**src/rtl/tft_pkg.sv**
```systemverilog
package tft_pkg;

    ////////////////////////////////////////////////////////////////////////////
    // Bus and memory widths.
    ////////////////////////////////////////////////////////////////////////////
    localparam int data_w  = 16;                // Panel bus and SDRAM word.
    localparam int addr_w  = 24;                // Bank(2) + row(13) + column(9).
    localparam int count_w = 32;                // Step timer width.

    // Words returned by one SDRAM read.
    localparam logic [2:0] burst_words = 3'd4;

    ////////////////////////////////////////////////////////////////////////////
    // Panel command words.
    ////////////////////////////////////////////////////////////////////////////
    localparam logic [data_w-1:0] cmd_sleep_out  = 16'h1100;
    localparam logic [data_w-1:0] cmd_display_on = 16'h2900;
    localparam logic [data_w-1:0] cmd_caset      = 16'h2A00; // Low byte is param index.
    localparam logic [data_w-1:0] cmd_raset      = 16'h2B00; // Low byte is param index.
    localparam logic [data_w-1:0] cmd_ramwr      = 16'h2C00;
    localparam logic [data_w-1:0] cmd_scan_dir   = 16'h3600;

    // RGB565 clear colour.
    localparam logic [data_w-1:0] color_red = 16'hF800;

    ////////////////////////////////////////////////////////////////////////////
    // Default panel geometry and delays, in clock cycles.
    ////////////////////////////////////////////////////////////////////////////
    localparam int default_width        = 480;
    localparam int default_height       = 800;
    localparam int default_sleep_cycles = 500;          // Settle after sleep out.
    localparam int default_hold_cycles  = 160_000_000;  // Red screen hold.
    localparam int default_gap_cycles   = 80_000;       // Between frames.

    localparam int reset_low_cycles = 16;   // Panel reset pulse.

    // Bus writer operations.
    localparam logic [1:0] op_reset = 2'd0;
    localparam logic [1:0] op_cs    = 2'd1; // op_data[0] is the new chip select.
    localparam logic [1:0] op_data  = 2'd2;
    localparam logic [1:0] op_cmd   = 2'd3;

endpackage
```
**src/rtl/tft_adapter_top.sv**
```systemverilog
`timescale 1ns/1ps

module tft_adapter_top #(
    parameter int frame_width  = tft_pkg::default_width,
    parameter int frame_height = tft_pkg::default_height,
    parameter int sleep_cycles = tft_pkg::default_sleep_cycles,
    parameter int hold_cycles  = tft_pkg::default_hold_cycles,
    parameter int gap_cycles   = tft_pkg::default_gap_cycles
) (
    input  logic                        clk,
    input  logic                        rst_n,
    // SDRAM read side.
    input  logic                        sdram_rd_done,
    input  logic [tft_pkg::data_w-1:0]  sdram_data0,
    input  logic [tft_pkg::data_w-1:0]  sdram_data1,
    input  logic [tft_pkg::data_w-1:0]  sdram_data2,
    input  logic [tft_pkg::data_w-1:0]  sdram_data3,
    output logic [tft_pkg::addr_w-1:0]  sdram_rd_addr,
    output logic                        sdram_rd_req,
    output logic                        frame_active,
    // Panel pins.
    output logic                        lcd_rst,
    output logic                        lcd_bl,
    output logic                        lcd_cs,
    output logic                        lcd_rs,
    output logic                        lcd_wr,
    output logic [tft_pkg::data_w-1:0]  lcd_data
);

    logic                        op_start, op_done;
    logic [1:0]                  op_code;
    logic [tft_pkg::data_w-1:0]  op_data;
    logic                        load, step, expired, timer_free_run;
    logic [tft_pkg::count_w-1:0] load_value;
    logic                        fetch, advance, words_ready, frame_end;
    logic [1:0]                  word_sel;
    logic [tft_pkg::data_w-1:0]  pixel;

    // Fill count loads while a data op is held; delays follow cmd or cs ops.
    assign timer_free_run = (op_code != tft_pkg::op_data);

    tft_sequencer #(
        .frame_width  (frame_width),
        .frame_height (frame_height),
        .sleep_cycles (sleep_cycles),
        .hold_cycles  (hold_cycles),
        .gap_cycles   (gap_cycles)
    ) u_sequencer (
        .clk, .rst_n, .op_done, .expired, .words_ready, .frame_end, .pixel,
        .op_start, .op_code, .op_data, .load, .load_value, .step,
        .fetch, .word_sel, .advance, .frame_active
    );

    tft_step_timer u_timer (
        .clk, .rst_n, .load, .load_value, .step,
        .free_run (timer_free_run),
        .expired
    );

    tft_bus_writer u_bus_writer (
        .clk, .rst_n, .op_start, .op_code, .op_data, .op_done,
        .lcd_rst, .lcd_bl, .lcd_cs, .lcd_rs, .lcd_wr, .lcd_data
    );

    sdram_quad_reader #(
        .frame_pixels (frame_width * frame_height)
    ) u_reader (
        .clk, .rst_n, .fetch, .advance, .word_sel, .sdram_rd_done,
        .sdram_data0, .sdram_data1, .sdram_data2, .sdram_data3,
        .sdram_rd_req, .sdram_rd_addr, .words_ready, .pixel, .frame_end
    );

endmodule

```
**src/rtl/tft_sequencer.sv**
```systemverilog
`timescale 1ns/1ps

module tft_sequencer #(
    parameter int frame_width  = tft_pkg::default_width,
    parameter int frame_height = tft_pkg::default_height,
    parameter int sleep_cycles = tft_pkg::default_sleep_cycles,
    parameter int hold_cycles  = tft_pkg::default_hold_cycles,
    parameter int gap_cycles   = tft_pkg::default_gap_cycles
) (
    input  logic                        clk,
    input  logic                        rst_n,
    input  logic                        op_done,
    input  logic                        expired,
    input  logic                        words_ready,
    input  logic                        frame_end,
    input  logic [tft_pkg::data_w-1:0]  pixel,
    output logic                        op_start,
    output logic [1:0]                  op_code,
    output logic [tft_pkg::data_w-1:0]  op_data,
    output logic                        load,
    output logic [tft_pkg::count_w-1:0] load_value,
    output logic                        step,
    output logic                        fetch,
    output logic [1:0]                  word_sel,
    output logic                        advance,
    output logic                        frame_active
);

    // Last column and row, sent high byte first.
    localparam logic [15:0] x_end     = 16'(frame_width - 1);
    localparam logic [15:0] y_end     = 16'(frame_height - 1);
    localparam logic [1:0]  last_word = 2'(tft_pkg::burst_words - 3'd1);

    enum logic [4:0] {
        ST_PANEL_RST, ST_CS_LOW0, ST_SLEEP_OUT, ST_SLEEP, ST_DISP_ON0, ST_CS_HIGH0,
        ST_CS_LOW1, ST_WIN, ST_RAMWR, ST_FILL_LOAD, ST_FILL, ST_FILL_CHK,
        ST_DISP_ON1, ST_SCAN_CMD, ST_SCAN_DATA, ST_CS_HIGH1, ST_HOLD, ST_GAP,
        ST_FETCH, ST_PIXEL, ST_CS_HIGH2
    } state, after;

    logic                        busy;      // Op or count in flight.
    logic                        clearing;  // Window feeds the red fill.
    logic [3:0]                  win_idx;   // CASET/RASET cmd and data, 16 ops.
    logic [1:0]                  issue_code;
    logic [tft_pkg::data_w-1:0]  issue_data, win_end;
    logic [tft_pkg::count_w-1:0] wait_value;

    assign step    = (state == ST_FILL) && op_done;     // One per red pixel.
    assign advance = (state == ST_PIXEL) && op_done && (word_sel == last_word);

    ////////////////////////////////////////////////////////////////////////////
    // Per-state operation and successor.
    ////////////////////////////////////////////////////////////////////////////
    always_comb begin
        issue_code = tft_pkg::op_cmd;
        issue_data = '0;
        wait_value = '0;
        after      = state;
        win_end    = win_idx[3] ? y_end : x_end;        // RASET half uses rows.
        case (state)
            ST_PANEL_RST: begin
                issue_code = tft_pkg::op_reset;
                after      = ST_CS_LOW0;
            end
            ST_CS_LOW0: begin
                issue_code = tft_pkg::op_cs;
                after      = ST_SLEEP_OUT;
            end
            ST_SLEEP_OUT: begin
                issue_data = tft_pkg::cmd_sleep_out;
                after      = ST_SLEEP;
            end
            ST_SLEEP: begin
                wait_value = sleep_cycles;
                after      = ST_DISP_ON0;
            end
            ST_DISP_ON0: begin
                issue_data = tft_pkg::cmd_display_on;
                after      = ST_CS_HIGH0;
            end
            ST_CS_HIGH0: begin
                issue_code = tft_pkg::op_cs;
                issue_data = 16'd1;
                after      = ST_CS_LOW1;
            end
            ST_CS_LOW1: begin
                issue_code = tft_pkg::op_cs;
                after      = ST_WIN;
            end
            ST_WIN: begin
                if (win_idx[0]) begin                   // Odd index is the data.
                    issue_code = tft_pkg::op_data;
                    case (win_idx[2:1])
                        2'd2:    issue_data = {8'h00, win_end[15:8]};
                        2'd3:    issue_data = {8'h00, win_end[7:0]};
                        default: issue_data = '0;       // Start is 0.
                    endcase
                end else begin
                    issue_data = (win_idx[3] ? tft_pkg::cmd_raset : tft_pkg::cmd_caset)
                                 | {14'd0, win_idx[2:1]};
                end
                after = (win_idx == 4'd15) ? ST_RAMWR : ST_WIN;
            end
            ST_RAMWR: begin
                issue_data = tft_pkg::cmd_ramwr;
                after      = clearing ? ST_FILL_LOAD : ST_FETCH;
            end
            ST_FILL: begin
                issue_code = tft_pkg::op_data;
                issue_data = tft_pkg::color_red;
                after      = ST_FILL_CHK;
            end
            ST_DISP_ON1: begin
                issue_data = tft_pkg::cmd_display_on;
                after      = ST_SCAN_CMD;
            end
            ST_SCAN_CMD: begin
                issue_data = tft_pkg::cmd_scan_dir;
                after      = ST_SCAN_DATA;
            end
            ST_SCAN_DATA: begin
                issue_code = tft_pkg::op_data;          // Default orientation.
                after      = ST_CS_HIGH1;
            end
            ST_CS_HIGH1: begin
                issue_code = tft_pkg::op_cs;
                issue_data = 16'd1;
                after      = ST_HOLD;
            end
            ST_HOLD: begin
                wait_value = hold_cycles;
                after      = ST_GAP;
            end
            ST_GAP: begin
                wait_value = gap_cycles;
                after      = ST_CS_LOW1;
            end
            ST_PIXEL: begin
                issue_code = tft_pkg::op_data;
                issue_data = pixel;
                if (word_sel != last_word) after = ST_PIXEL;
                else                       after = frame_end ? ST_CS_HIGH2 : ST_FETCH;
            end
            ST_CS_HIGH2: begin
                issue_code = tft_pkg::op_cs;
                issue_data = 16'd1;
                after      = ST_GAP;
            end
            default: after = state;
        endcase
    end

    ////////////////////////////////////////////////////////////////////////////
    // Issue, wait and advance.
    ////////////////////////////////////////////////////////////////////////////
    always_ff @(posedge clk or negedge rst_n) begin
        if (!rst_n) begin
            state        <= ST_PANEL_RST;
            busy         <= 1'b0;
            clearing     <= 1'b1;
            win_idx      <= '0;
            word_sel     <= '0;
            op_start     <= 1'b0;
            op_code      <= tft_pkg::op_reset;
            load         <= 1'b0;
            fetch        <= 1'b0;
            frame_active <= 1'b0;
        end else begin
            op_start <= 1'b0;
            load     <= 1'b0;
            fetch    <= 1'b0;
            case (state)
                ST_SLEEP, ST_HOLD, ST_GAP: begin
                    if (!busy) begin
                        load       <= 1'b1;
                        load_value <= wait_value;
                        busy       <= 1'b1;
                    end else if (expired) begin
                        busy  <= 1'b0;
                        state <= after;
                        if (state == ST_GAP) frame_active <= 1'b1;  // Frame begins.
                    end
                end
                ST_FILL_LOAD: begin
                    load       <= 1'b1;
                    load_value <= frame_width * frame_height;
                    op_code    <= tft_pkg::op_data;     // Selects step mode.
                    state      <= ST_FILL;
                end
                ST_FILL_CHK: begin
                    if (expired) begin                  // Last red pixel sent.
                        clearing <= 1'b0;
                        state    <= ST_DISP_ON1;
                    end else begin
                        state <= ST_FILL;
                    end
                end
                ST_FETCH: begin
                    if (!busy) begin
                        fetch <= 1'b1;
                        busy  <= 1'b1;
                    end else if (words_ready) begin
                        busy  <= 1'b0;
                        state <= ST_PIXEL;
                    end
                end
                default: begin
                    if (!busy) begin
                        op_start <= 1'b1;
                        op_code  <= issue_code;
                        op_data  <= issue_data;
                        busy     <= 1'b1;
                    end else if (op_done) begin
                        busy  <= 1'b0;
                        state <= after;
                        if (state == ST_WIN)      win_idx      <= win_idx + 4'd1;
                        if (state == ST_PIXEL)    word_sel     <= word_sel + 2'd1;
                        if (state == ST_CS_HIGH2) frame_active <= 1'b0;
                    end
                end
            endcase
        end
    end

endmodule

```
**src/rtl/sdram_quad_reader.sv**
```systemverilog
`timescale 1ns/1ps

module sdram_quad_reader #(
    parameter int frame_pixels = tft_pkg::default_width * tft_pkg::default_height
) (
    input  logic                        clk,
    input  logic                        rst_n,
    input  logic                        fetch,
    input  logic                        advance,
    input  logic [1:0]                  word_sel,
    input  logic                        sdram_rd_done,
    input  logic [tft_pkg::data_w-1:0]  sdram_data0,
    input  logic [tft_pkg::data_w-1:0]  sdram_data1,
    input  logic [tft_pkg::data_w-1:0]  sdram_data2,
    input  logic [tft_pkg::data_w-1:0]  sdram_data3,
    output logic                        sdram_rd_req,
    output logic [tft_pkg::addr_w-1:0]  sdram_rd_addr,
    output logic                        words_ready,
    output logic [tft_pkg::data_w-1:0]  pixel,
    output logic                        frame_end
);

    // Start of the last burst in the frame.
    localparam logic [tft_pkg::addr_w-1:0] last_addr =
        tft_pkg::addr_w'(frame_pixels - tft_pkg::burst_words);
    localparam logic [tft_pkg::addr_w-1:0] addr_step = tft_pkg::burst_words;

    logic [tft_pkg::data_w-1:0] words [4];
    logic                       capture;

    assign capture   = sdram_rd_req && sdram_rd_done;
    assign pixel     = words[word_sel];
    assign frame_end = advance && (sdram_rd_addr == last_addr);

    always_ff @(posedge clk or negedge rst_n) begin
        if (!rst_n) begin
            sdram_rd_req  <= 1'b0;
            sdram_rd_addr <= '0;
            words_ready   <= 1'b0;
        end else begin
            if (fetch) begin
                sdram_rd_req <= 1'b1;   // Held with the address until done.
            end else if (capture) begin
                sdram_rd_req <= 1'b0;
                words_ready  <= 1'b1;
            end
            if (advance) begin
                words_ready   <= 1'b0;
                sdram_rd_addr <= (sdram_rd_addr == last_addr) ? '0
                                                              : sdram_rd_addr + addr_step;
            end
        end
    end

    // Burst buffer.
    always_ff @(posedge clk) begin
        if (capture) begin
            words[0] <= sdram_data0;
            words[1] <= sdram_data1;
            words[2] <= sdram_data2;
            words[3] <= sdram_data3;
        end
    end

endmodule

```
**src/rtl/tft_bus_writer.sv**
```systemverilog
`timescale 1ns/1ps

module tft_bus_writer (
    input  logic                        clk,
    input  logic                        rst_n,
    input  logic                        op_start,
    input  logic [1:0]                  op_code,
    input  logic [tft_pkg::data_w-1:0]  op_data,
    output logic                        op_done,
    output logic                        lcd_rst,
    output logic                        lcd_bl,
    output logic                        lcd_cs,
    output logic                        lcd_rs,
    output logic                        lcd_wr,
    output logic [tft_pkg::data_w-1:0]  lcd_data
);

    localparam int rst_cnt_w = $clog2(tft_pkg::reset_low_cycles);

    enum logic [1:0] {PH_IDLE, PH_STROBE, PH_RELEASE, PH_RESET} phase;

    logic [rst_cnt_w-1:0] rst_cnt;
    logic                 write_start;

    // Data or command write accepted this cycle.
    assign write_start = (phase == PH_IDLE) && op_start &&
                         ((op_code == tft_pkg::op_data) || (op_code == tft_pkg::op_cmd));

    always_ff @(posedge clk or negedge rst_n) begin
        if (!rst_n) begin
            phase   <= PH_IDLE;
            rst_cnt <= '0;
            op_done <= 1'b0;
            lcd_rst <= 1'b0;    // Panel held in reset.
            lcd_bl  <= 1'b0;
            lcd_cs  <= 1'b1;
            lcd_rs  <= 1'b1;
            lcd_wr  <= 1'b1;
        end else begin
            op_done <= 1'b0;
            case (phase)
                PH_IDLE: begin
                    if (write_start) begin
                        lcd_rs <= (op_code == tft_pkg::op_data);   // Low for cmd.
                        lcd_wr <= 1'b0;
                        phase  <= PH_STROBE;
                    end else if (op_start && op_code == tft_pkg::op_cs) begin
                        lcd_cs  <= op_data[0];
                        op_done <= 1'b1;
                    end else if (op_start) begin                    // Reset pulse.
                        lcd_rst <= 1'b0;
                        rst_cnt <= rst_cnt_w'(tft_pkg::reset_low_cycles - 1);
                        phase   <= PH_RESET;
                    end
                end
                PH_STROBE: begin
                    lcd_wr <= 1'b1;     // Panel latches on this edge.
                    phase  <= PH_RELEASE;
                end
                PH_RELEASE: begin
                    op_done <= 1'b1;
                    phase   <= PH_IDLE;
                end
                PH_RESET: begin
                    if (rst_cnt == '0) begin
                        lcd_rst <= 1'b1;
                        lcd_bl  <= 1'b1;   // Backlight on once out of reset.
                        op_done <= 1'b1;
                        phase   <= PH_IDLE;
                    end else begin
                        rst_cnt <= rst_cnt - 1'b1;
                    end
                end
                default: phase <= PH_IDLE;
            endcase
        end
    end

    // Bus value held between writes.
    always_ff @(posedge clk) begin
        if (write_start) lcd_data <= op_data;
    end

endmodule

```
**src/rtl/tft_step_timer.sv**
```systemverilog
`timescale 1ns/1ps

module tft_step_timer (
    input  logic                        clk,
    input  logic                        rst_n,
    input  logic                        load,
    input  logic [tft_pkg::count_w-1:0] load_value,
    input  logic                        step,
    input  logic                        free_run,
    output logic                        expired
);

    logic [tft_pkg::count_w-1:0] remaining;
    logic                        running;
    logic                        by_step;   // Mode latched at load.

    always_ff @(posedge clk or negedge rst_n) begin
        if (!rst_n) begin
            remaining <= '0;
            running   <= 1'b0;
            by_step   <= 1'b0;
            expired   <= 1'b0;
        end else begin
            expired <= 1'b0;
            if (load) begin
                remaining <= load_value;
                running   <= (load_value != '0);    // Zero count never fires.
                by_step   <= !free_run;
            end else if (running && (!by_step || step)) begin
                remaining <= remaining - 1'b1;
                if (remaining == 1) begin           // Count reached, one pulse.
                    expired <= 1'b1;
                    running <= 1'b0;
                end
            end
        end
    end

endmodule

```
**config.mk**
```make
export PLATFORM = sky130hd
export DESIGN_NAME = tft_adapter_top
export DESIGN_NICKNAME = d
export VERILOG_FILES = /design/src/rtl/tft_pkg.sv /design/src/rtl/tft_adapter_top.sv /design/src/rtl/tft_sequencer.sv /design/src/rtl/sdram_quad_reader.sv /design/src/rtl/tft_bus_writer.sv /design/src/rtl/tft_step_timer.sv
export SDC_FILE = /design/constraint.sdc
export NUM_CORES = 1
export LEC_CHECK = 0
export BUFFER_PORTS_ARGS = -buffer_cell sky130_fd_sc_hd__buf_2
export CORE_MARGIN = 5
export CORE_UTILIZATION = 45
export CTS_BUF_LIST = sky130_fd_sc_hd__clkbuf_8
export CTS_CLUSTER_DIAMETER = 100
export DETAILED_ROUTE_END_ITERATION = 7
export GPL_TIMING_DRIVEN = 0
export PLACE_DENSITY = 0.7
export SKIP_LAST_GASP = 1
export SYNTH_ARGS = -nofsm -noshare
export SYNTH_HDL_FRONTEND = slang
export SYNTH_SLANG_ARGS = --single-unit
```
**constraint.sdc**
```tcl
create_clock -name clk -period 2.2 [get_ports clk]
set_input_delay 0.11 -clock clk [delete_from_list [all_inputs] [get_ports clk]]
set_output_delay 0.11 -clock clk [all_outputs]
set_load 0.02 [all_outputs]
```
# Word level (Yosys, flattened, before mapping)
# Memories as Yosys holds them, arrays and structs flattened.
# Index checks and enable logic that the tools add are counted.
# word_totals
ram_bits	64
n_memories	1
elab_cells	226
register_bits	156
input_bits	67
output_inout_bits	47
# memory_table
name	depth	width	read_ports	rd_ports_with_merged_regs	wr	line_no	rtl
u_reader.words	4	16	1	0	4	sdram_quad_reader.sv:28	logic [tft_pkg::data_w-1:0] words [4];
# classes
eq_ne	50
reduce_logical	56
bitwise_logic	6
n_addsub	5
muxes	80
# op_table
operator	n
case mux 16 bit (8 select lines)	1
2-to-1 mux 32 bit	3
case mux 28 bit (3 select lines)	1
case mux 5 bit (16 select lines)	1
case mux 32 bit (2 select lines)	1
equality test 5 x 4 -> 1 bit (second input constant)	8
2-to-1 mux 5 bit	8
2-to-1 mux 1 bit	37
equality test 32 x 1 -> 1 bit (second input constant)	1
nonzero test 32 bit	1
subtractor 32 x 1 -> 32 bit (second input constant)	1
equality test 5 bit (second input constant)	5
adder 24 x 3 -> 24 bit (second input constant)	1
equality test 24 x 19 -> 1 bit (second input constant)	1
2-to-1 mux 24 bit	1
equality test 5 x 3 -> 1 bit (second input constant)	4
2-to-1 mux 4 bit	5
case mux 5 bit (4 select lines)	1
nonzero test 2 bit	9
2-to-1 mux 16 bit	1
!= test 2 x 1 -> 1 bit (second input constant)	8
!= test 2 bit (second input constant)	8
bitwise OR 16 x 2 -> 16 bit	1
case mux 2 bit (4 select lines)	2
other kinds (36)	87

# Logic depth before layout (Yosys ltp)
# depth
word_depth	10
depth_mapped	8
depth_no_buf	7

# Hierarchy
# From an unflattened synthesis, not the netlist that was laid out.
# hier_totals
cells_unflattened	780
hier_area_um2	9280.2
# by_module_without_submodules
module	area_each_um2	seq_area_each_um2	instances	cells_each
sdram_quad_reader	3493.4	2522.4	1	202
tft_sequencer	2635.0	1197.4	1	267
tft_step_timer	2069.5	875.8	1	238
tft_bus_writer	1076.0	784.5	1	72
tft_adapter_top	6.3	0.0	1	1

# Least setup slack after synthesis
# Ideal clock, no wire load.
# synth_path
path_type	register to register
start	register u_reader.sdram_rd_req
end	memory u_reader.words[0][0] (netlist name) (enable)
stages_incl_launch_ff	2
slack_ns	-0.254
path_buffers	0
arrival_time_ns	2.024
required_time_ns	1.770
synth_period_minus_slack_ns	2.454
path_cell_list	dfrtp_1 and2_1
# synth_lines
item	line_no	rtl
start: declaration	sdram_quad_reader.sv:16	output logic sdram_rd_req,
start signal: assignment	sdram_quad_reader.sv:37	sdram_rd_req <= 1'b0;
start signal: assignment	sdram_quad_reader.sv:42	sdram_rd_req <= 1'b1;
start signal: assignment	sdram_quad_reader.sv:44	sdram_rd_req <= 1'b0;
end: declaration	sdram_quad_reader.sv:28	

# Worst setup path in the final report
# layout_path
start	register u_timer.remaining[12] (netlist name)
end	register u_timer.remaining[22] (netlist name)
# layout_between
elab_chain_len	3
# layout_rtl
item	line_no	rtl
start: declaration	tft_step_timer.sv:13	logic [tft_pkg::count_w-1:0] remaining;
start signal: assignment	tft_step_timer.sv:26	remaining <= load_value;
start signal: assignment	tft_step_timer.sv:30	remaining <= remaining - 1'b1;
subtractor 32 x 1 -> 32 bit	tft_step_timer.sv:30	
2-to-1 mux 32 bit	tft_step_timer.sv:29	end else if (running && (!by_step || step)) begin
2-to-1 mux 32 bit	tft_step_timer.sv:25	if (load) begin
# Every way passes these cells. The select of a mux whose other input is x is not followed.
# A chain may end at the register's enable or synchronous reset.

==> reports/results.txt <==
Crit path launch type: flip-flop
Ys async rst share: 46.4%
Worst-path clk slew: 120 ps
HP Class: input port to asynchronous set/reset pin
CTS tree: built
H-tree levels: 4
Total core area: 19,500 um^2
Worst Path Required: 2600 ps
Mapped Cells: 740
Drt drc: 0
Slew @ Worst Pin: 841 ps
Clock power frac: 24.8%
Setup CP Type: flip-flop to flip-flop
Via Count: 6,745
CTS root buffer: clkbuf_8
Starting density of the core: 45.8%
Clock sink total: 194
Sequential share of power: 45.9%
Via density: 5.45
Ys Warns: 0
Synthesized-area fraction occupied by xor and xnor cells: 3.43%
Worst setup margin: -22.7 ps
Pleak: 4.45 nW
DRT antenna net count: 0
Fmax: 450 MHz
Num rows: 51
Combinational share of power: 29.3%
Internal power: 0.00662 W
Min Tclk post-route: 2220 ps
TNS Setup: -45.8 ps
Port Buffers: 111
Setup Viol. Count Final: 3
Nets@finish: 1,032
Post-Synth Simple-Gate Area: 16.7%
Inserted Clock Buffers: 17
Power per standard cell area: 904 nW/um^2
Total of max-cap violations: 0
CP arrival: 2620 ps
Global-route wire length before repair: 34,700 um
DR pass1 iterations: 5
Largest net degree at the start of global routing: 66
Switching share of power: 35.5%
Netlist cell types: 72
Status: finished, violations left
Number of synthesized flops with an enable pin: 104
Gr usage total: 19.4%
Clk_skew: 22.2 ps
Mean Syn Cell Area: 12.1 um^2
Critical path peak fanout: 2
Post-synthesis compound-gate area fraction: 10.9%
Die H: 151 um
Seq/Total Area, Yosys: 60.2%
Main combinational cell family by area after synthesis: simple AND/OR/NAND/NOR gates
Sw power: 0.00365 W
Synth Area in Adders: 0.840%
WL/cell: 17.5 um
Vias in the first global route: 6,715
Fin. max-slew vios: 0
Initial antenna violation count: 1
Die area: 22,800 um^2
Max IR drop VDD: 427 uV
Area of the mapped netlist: 8940 um^2
Layout cells sized above 1: 28.2%
Period utilisation layout: 101%
Top-Level Pins: 114
Worst slew margin: 43.9%
Placer Congestion: 0.937
Mux contribution to synthesized area: 4.76%
Final hold vios: 0
Drt total wl: 21,600 um
GR Overflow Total: 0
Die width: 151 um
RSZ-0062 raised after global routing: yes
Total chip power: 0.0103 W
Later-pin clock latency in the skew report: 480 ps
Syn-to-layout area delta: 27.2%
Yosys reg bits: 194
Failing checks: negative setup slack
Ys flop type: edfxtp_1
Worst setup EP type: flip-flop
Drt initial violations: 522
Clock Path Buffers: 2
DP HPWL: 13,900 um
==> stage by stage <==
step	std cells	utilization, %	worst slack (ps)	area [um^2]	hold WS [ps]
5_1_grt	1238	58.2	-82.9	11400	202
2_1_floorplan	741	-	41.5	8950	-186
3_3_place_gp	1117	50.4	-697	9830	286
6_report	1238	58.2	-22.7	11400	154
4_1_cts	1231	57.2	-4.91	11200	156
3_5_place_dp	1118	50.5	-451	9860	137
==> cells in the mapped netlist (4+ instances only) <==
cell type | n | area [um^2]
o22a_1 | 4 | 35.0
nand2b_1 | 15 | 93.8
or2_2 | 7 | 43.8
o22ai_1 | 4 | 25.0
a21oi_1 | 36 | 180
o21ai_0 | 34 | 170
mux2_2 | 4 | 45.0
nand2_1 | 52 | 195
or4_1 | 17 | 128
nor2_1 | 50 | 188
and3_1 | 8 | 50.1
inv_1 | 20 | 75.1
o31ai_1 | 14 | 105
xnor2_1 | 21 | 184
nor2b_1 | 9 | 56.3
edfxtp_1 | 104 | 3120
nor3_1 | 14 | 70.1
or3_1 | 11 | 68.8
mux4_2 | 16 | 360
clkbuf_1 | 24 | 90.1
ha_1 | 6 | 75.1
dfrtp_1 | 86 | 2150
nand3_1 | 28 | 140
nor4_1 | 6 | 37.5
a31oi_1 | 11 | 68.8
xor2_1 | 14 | 123
dfstp_2 | 4 | 105
and2_1 | 11 | 68.8
buf_1 | 10 | 37.5
buf_2 | 7 | 35.0
nand4_1 | 21 | 131
a21boi_0 | 9 | 67.6
==> power groups by stage <==
stage               logic, W  registers (W)  clock network (W)
finish               0.00301        0.00472            0.00255
global route         0.00332        0.00477            0.00275
CTS                  0.00284        0.00470            0.00261
detailed placement   0.00259        0.00476                  0
global placement     0.00256        0.00475                  0
floorplan            0.00184        0.00476                  0
==> cell type report <==
type	instances	area, um^2
diodes	1	2.50
plain buffers	42	233
clock buffers	17	234
clock inverters	15	225
fillers	1628	8160
inverters	20	75.1
multi-input cells	481	3450
flip-flops and latches	194	5380
well taps	265	332
repair buffers	203	1440
==> metal layers <==
metal / up-vias / global-route usage (%) / wire length, um
li1: 3213 / - / -
met1: 3273 / 26.4 / 9250
met2: 222 / 31.3 / 10900
met3: 37 / 4.19 / 1090
met4: 0 / 5.80 / 384
met5: - / 0 / 0
==> flip-flops by register name, indices dropped and copies added (netlist names), 2 cells and up <==
name,flops
u_bus_writer.lcd_data,16
u_bus_writer.phase,2
u_bus_writer.rst_cnt,4
u_reader.sdram_rd_addr,22
u_reader.words,64
u_sequencer.load_value,8
u_sequencer.op_code,2
u_sequencer.op_data,16
u_sequencer.state,5
u_sequencer.win_idx,4
u_sequencer.word_sel,2
u_timer.remaining,32
==> kinds of logic after synthesis <==
kind of cell    after synthesis
simple gates                270
flops                       194
compound gates              146
buf+inv                      66
xor+xnor                     35
mux                          22
fa+ha+maj                     6
other cells                   1
==> what timing repair did <==
action	4_1_cts	5_1_grt
setup buffers	17	7
setup endpoints to repair	65	59
cloned	1	0
pin swaps	10	12
hold endpoints to repair	104	0
resized for setup	24	50
hold buffers	66	0
==> cells in the final DEF (no fill, tap or decap), types with 18 or more instances in the layout <==
cell / count
a21oi_1: 31
nor2_1: 47
xnor2_1: 21
nand2_1: 51
dfrtp_1: 85
buf_2: 116
inv_1: 20
o21ai_0: 34
buf_4: 27
nand4_1: 21
dlygate4sd3_1: 66
nand3_1: 23
clkbuf_8: 18
edfxtp_1: 104
==> worst paths after layout <==
check,from,end,slack [ps],cells past startpoint
setup / recovery,u_timer.remaining[12]$_DFFE_PN0P_,u_timer.remaining[22]$_DFFE_PN0P_,-20,6
hold / removal,rst_n,u_timer.remaining[1]$_DFFE_PN0P_,150,2
setup reg to reg,u_timer.remaining[12]$_DFFE_PN0P_,u_timer.remaining[22]$_DFFE_PN0P_,-20,6
hold reg to reg,u_sequencer.op_data[11]$_DFFE_PP_,u_bus_writer.lcd_data[11]$_DFFE_PP_,440,0
max in group asynchronous,rst_n,u_bus_writer.lcd_cs$_DFFE_PN1P_,1330,3
min in group clk,sdram_data0[6],u_reader.words[0][6]$_DFFE_PP_,330,2
==> worst max-delay path, stage by stage (launching register included) <==
cell and delay [ps]:
dfrtp_1 410, or4_4 570, nor3_4 230, nand4_1 190, buf_4 210, or4_4 420
a21oi_2 130
(Power assumes the default switching activity.)
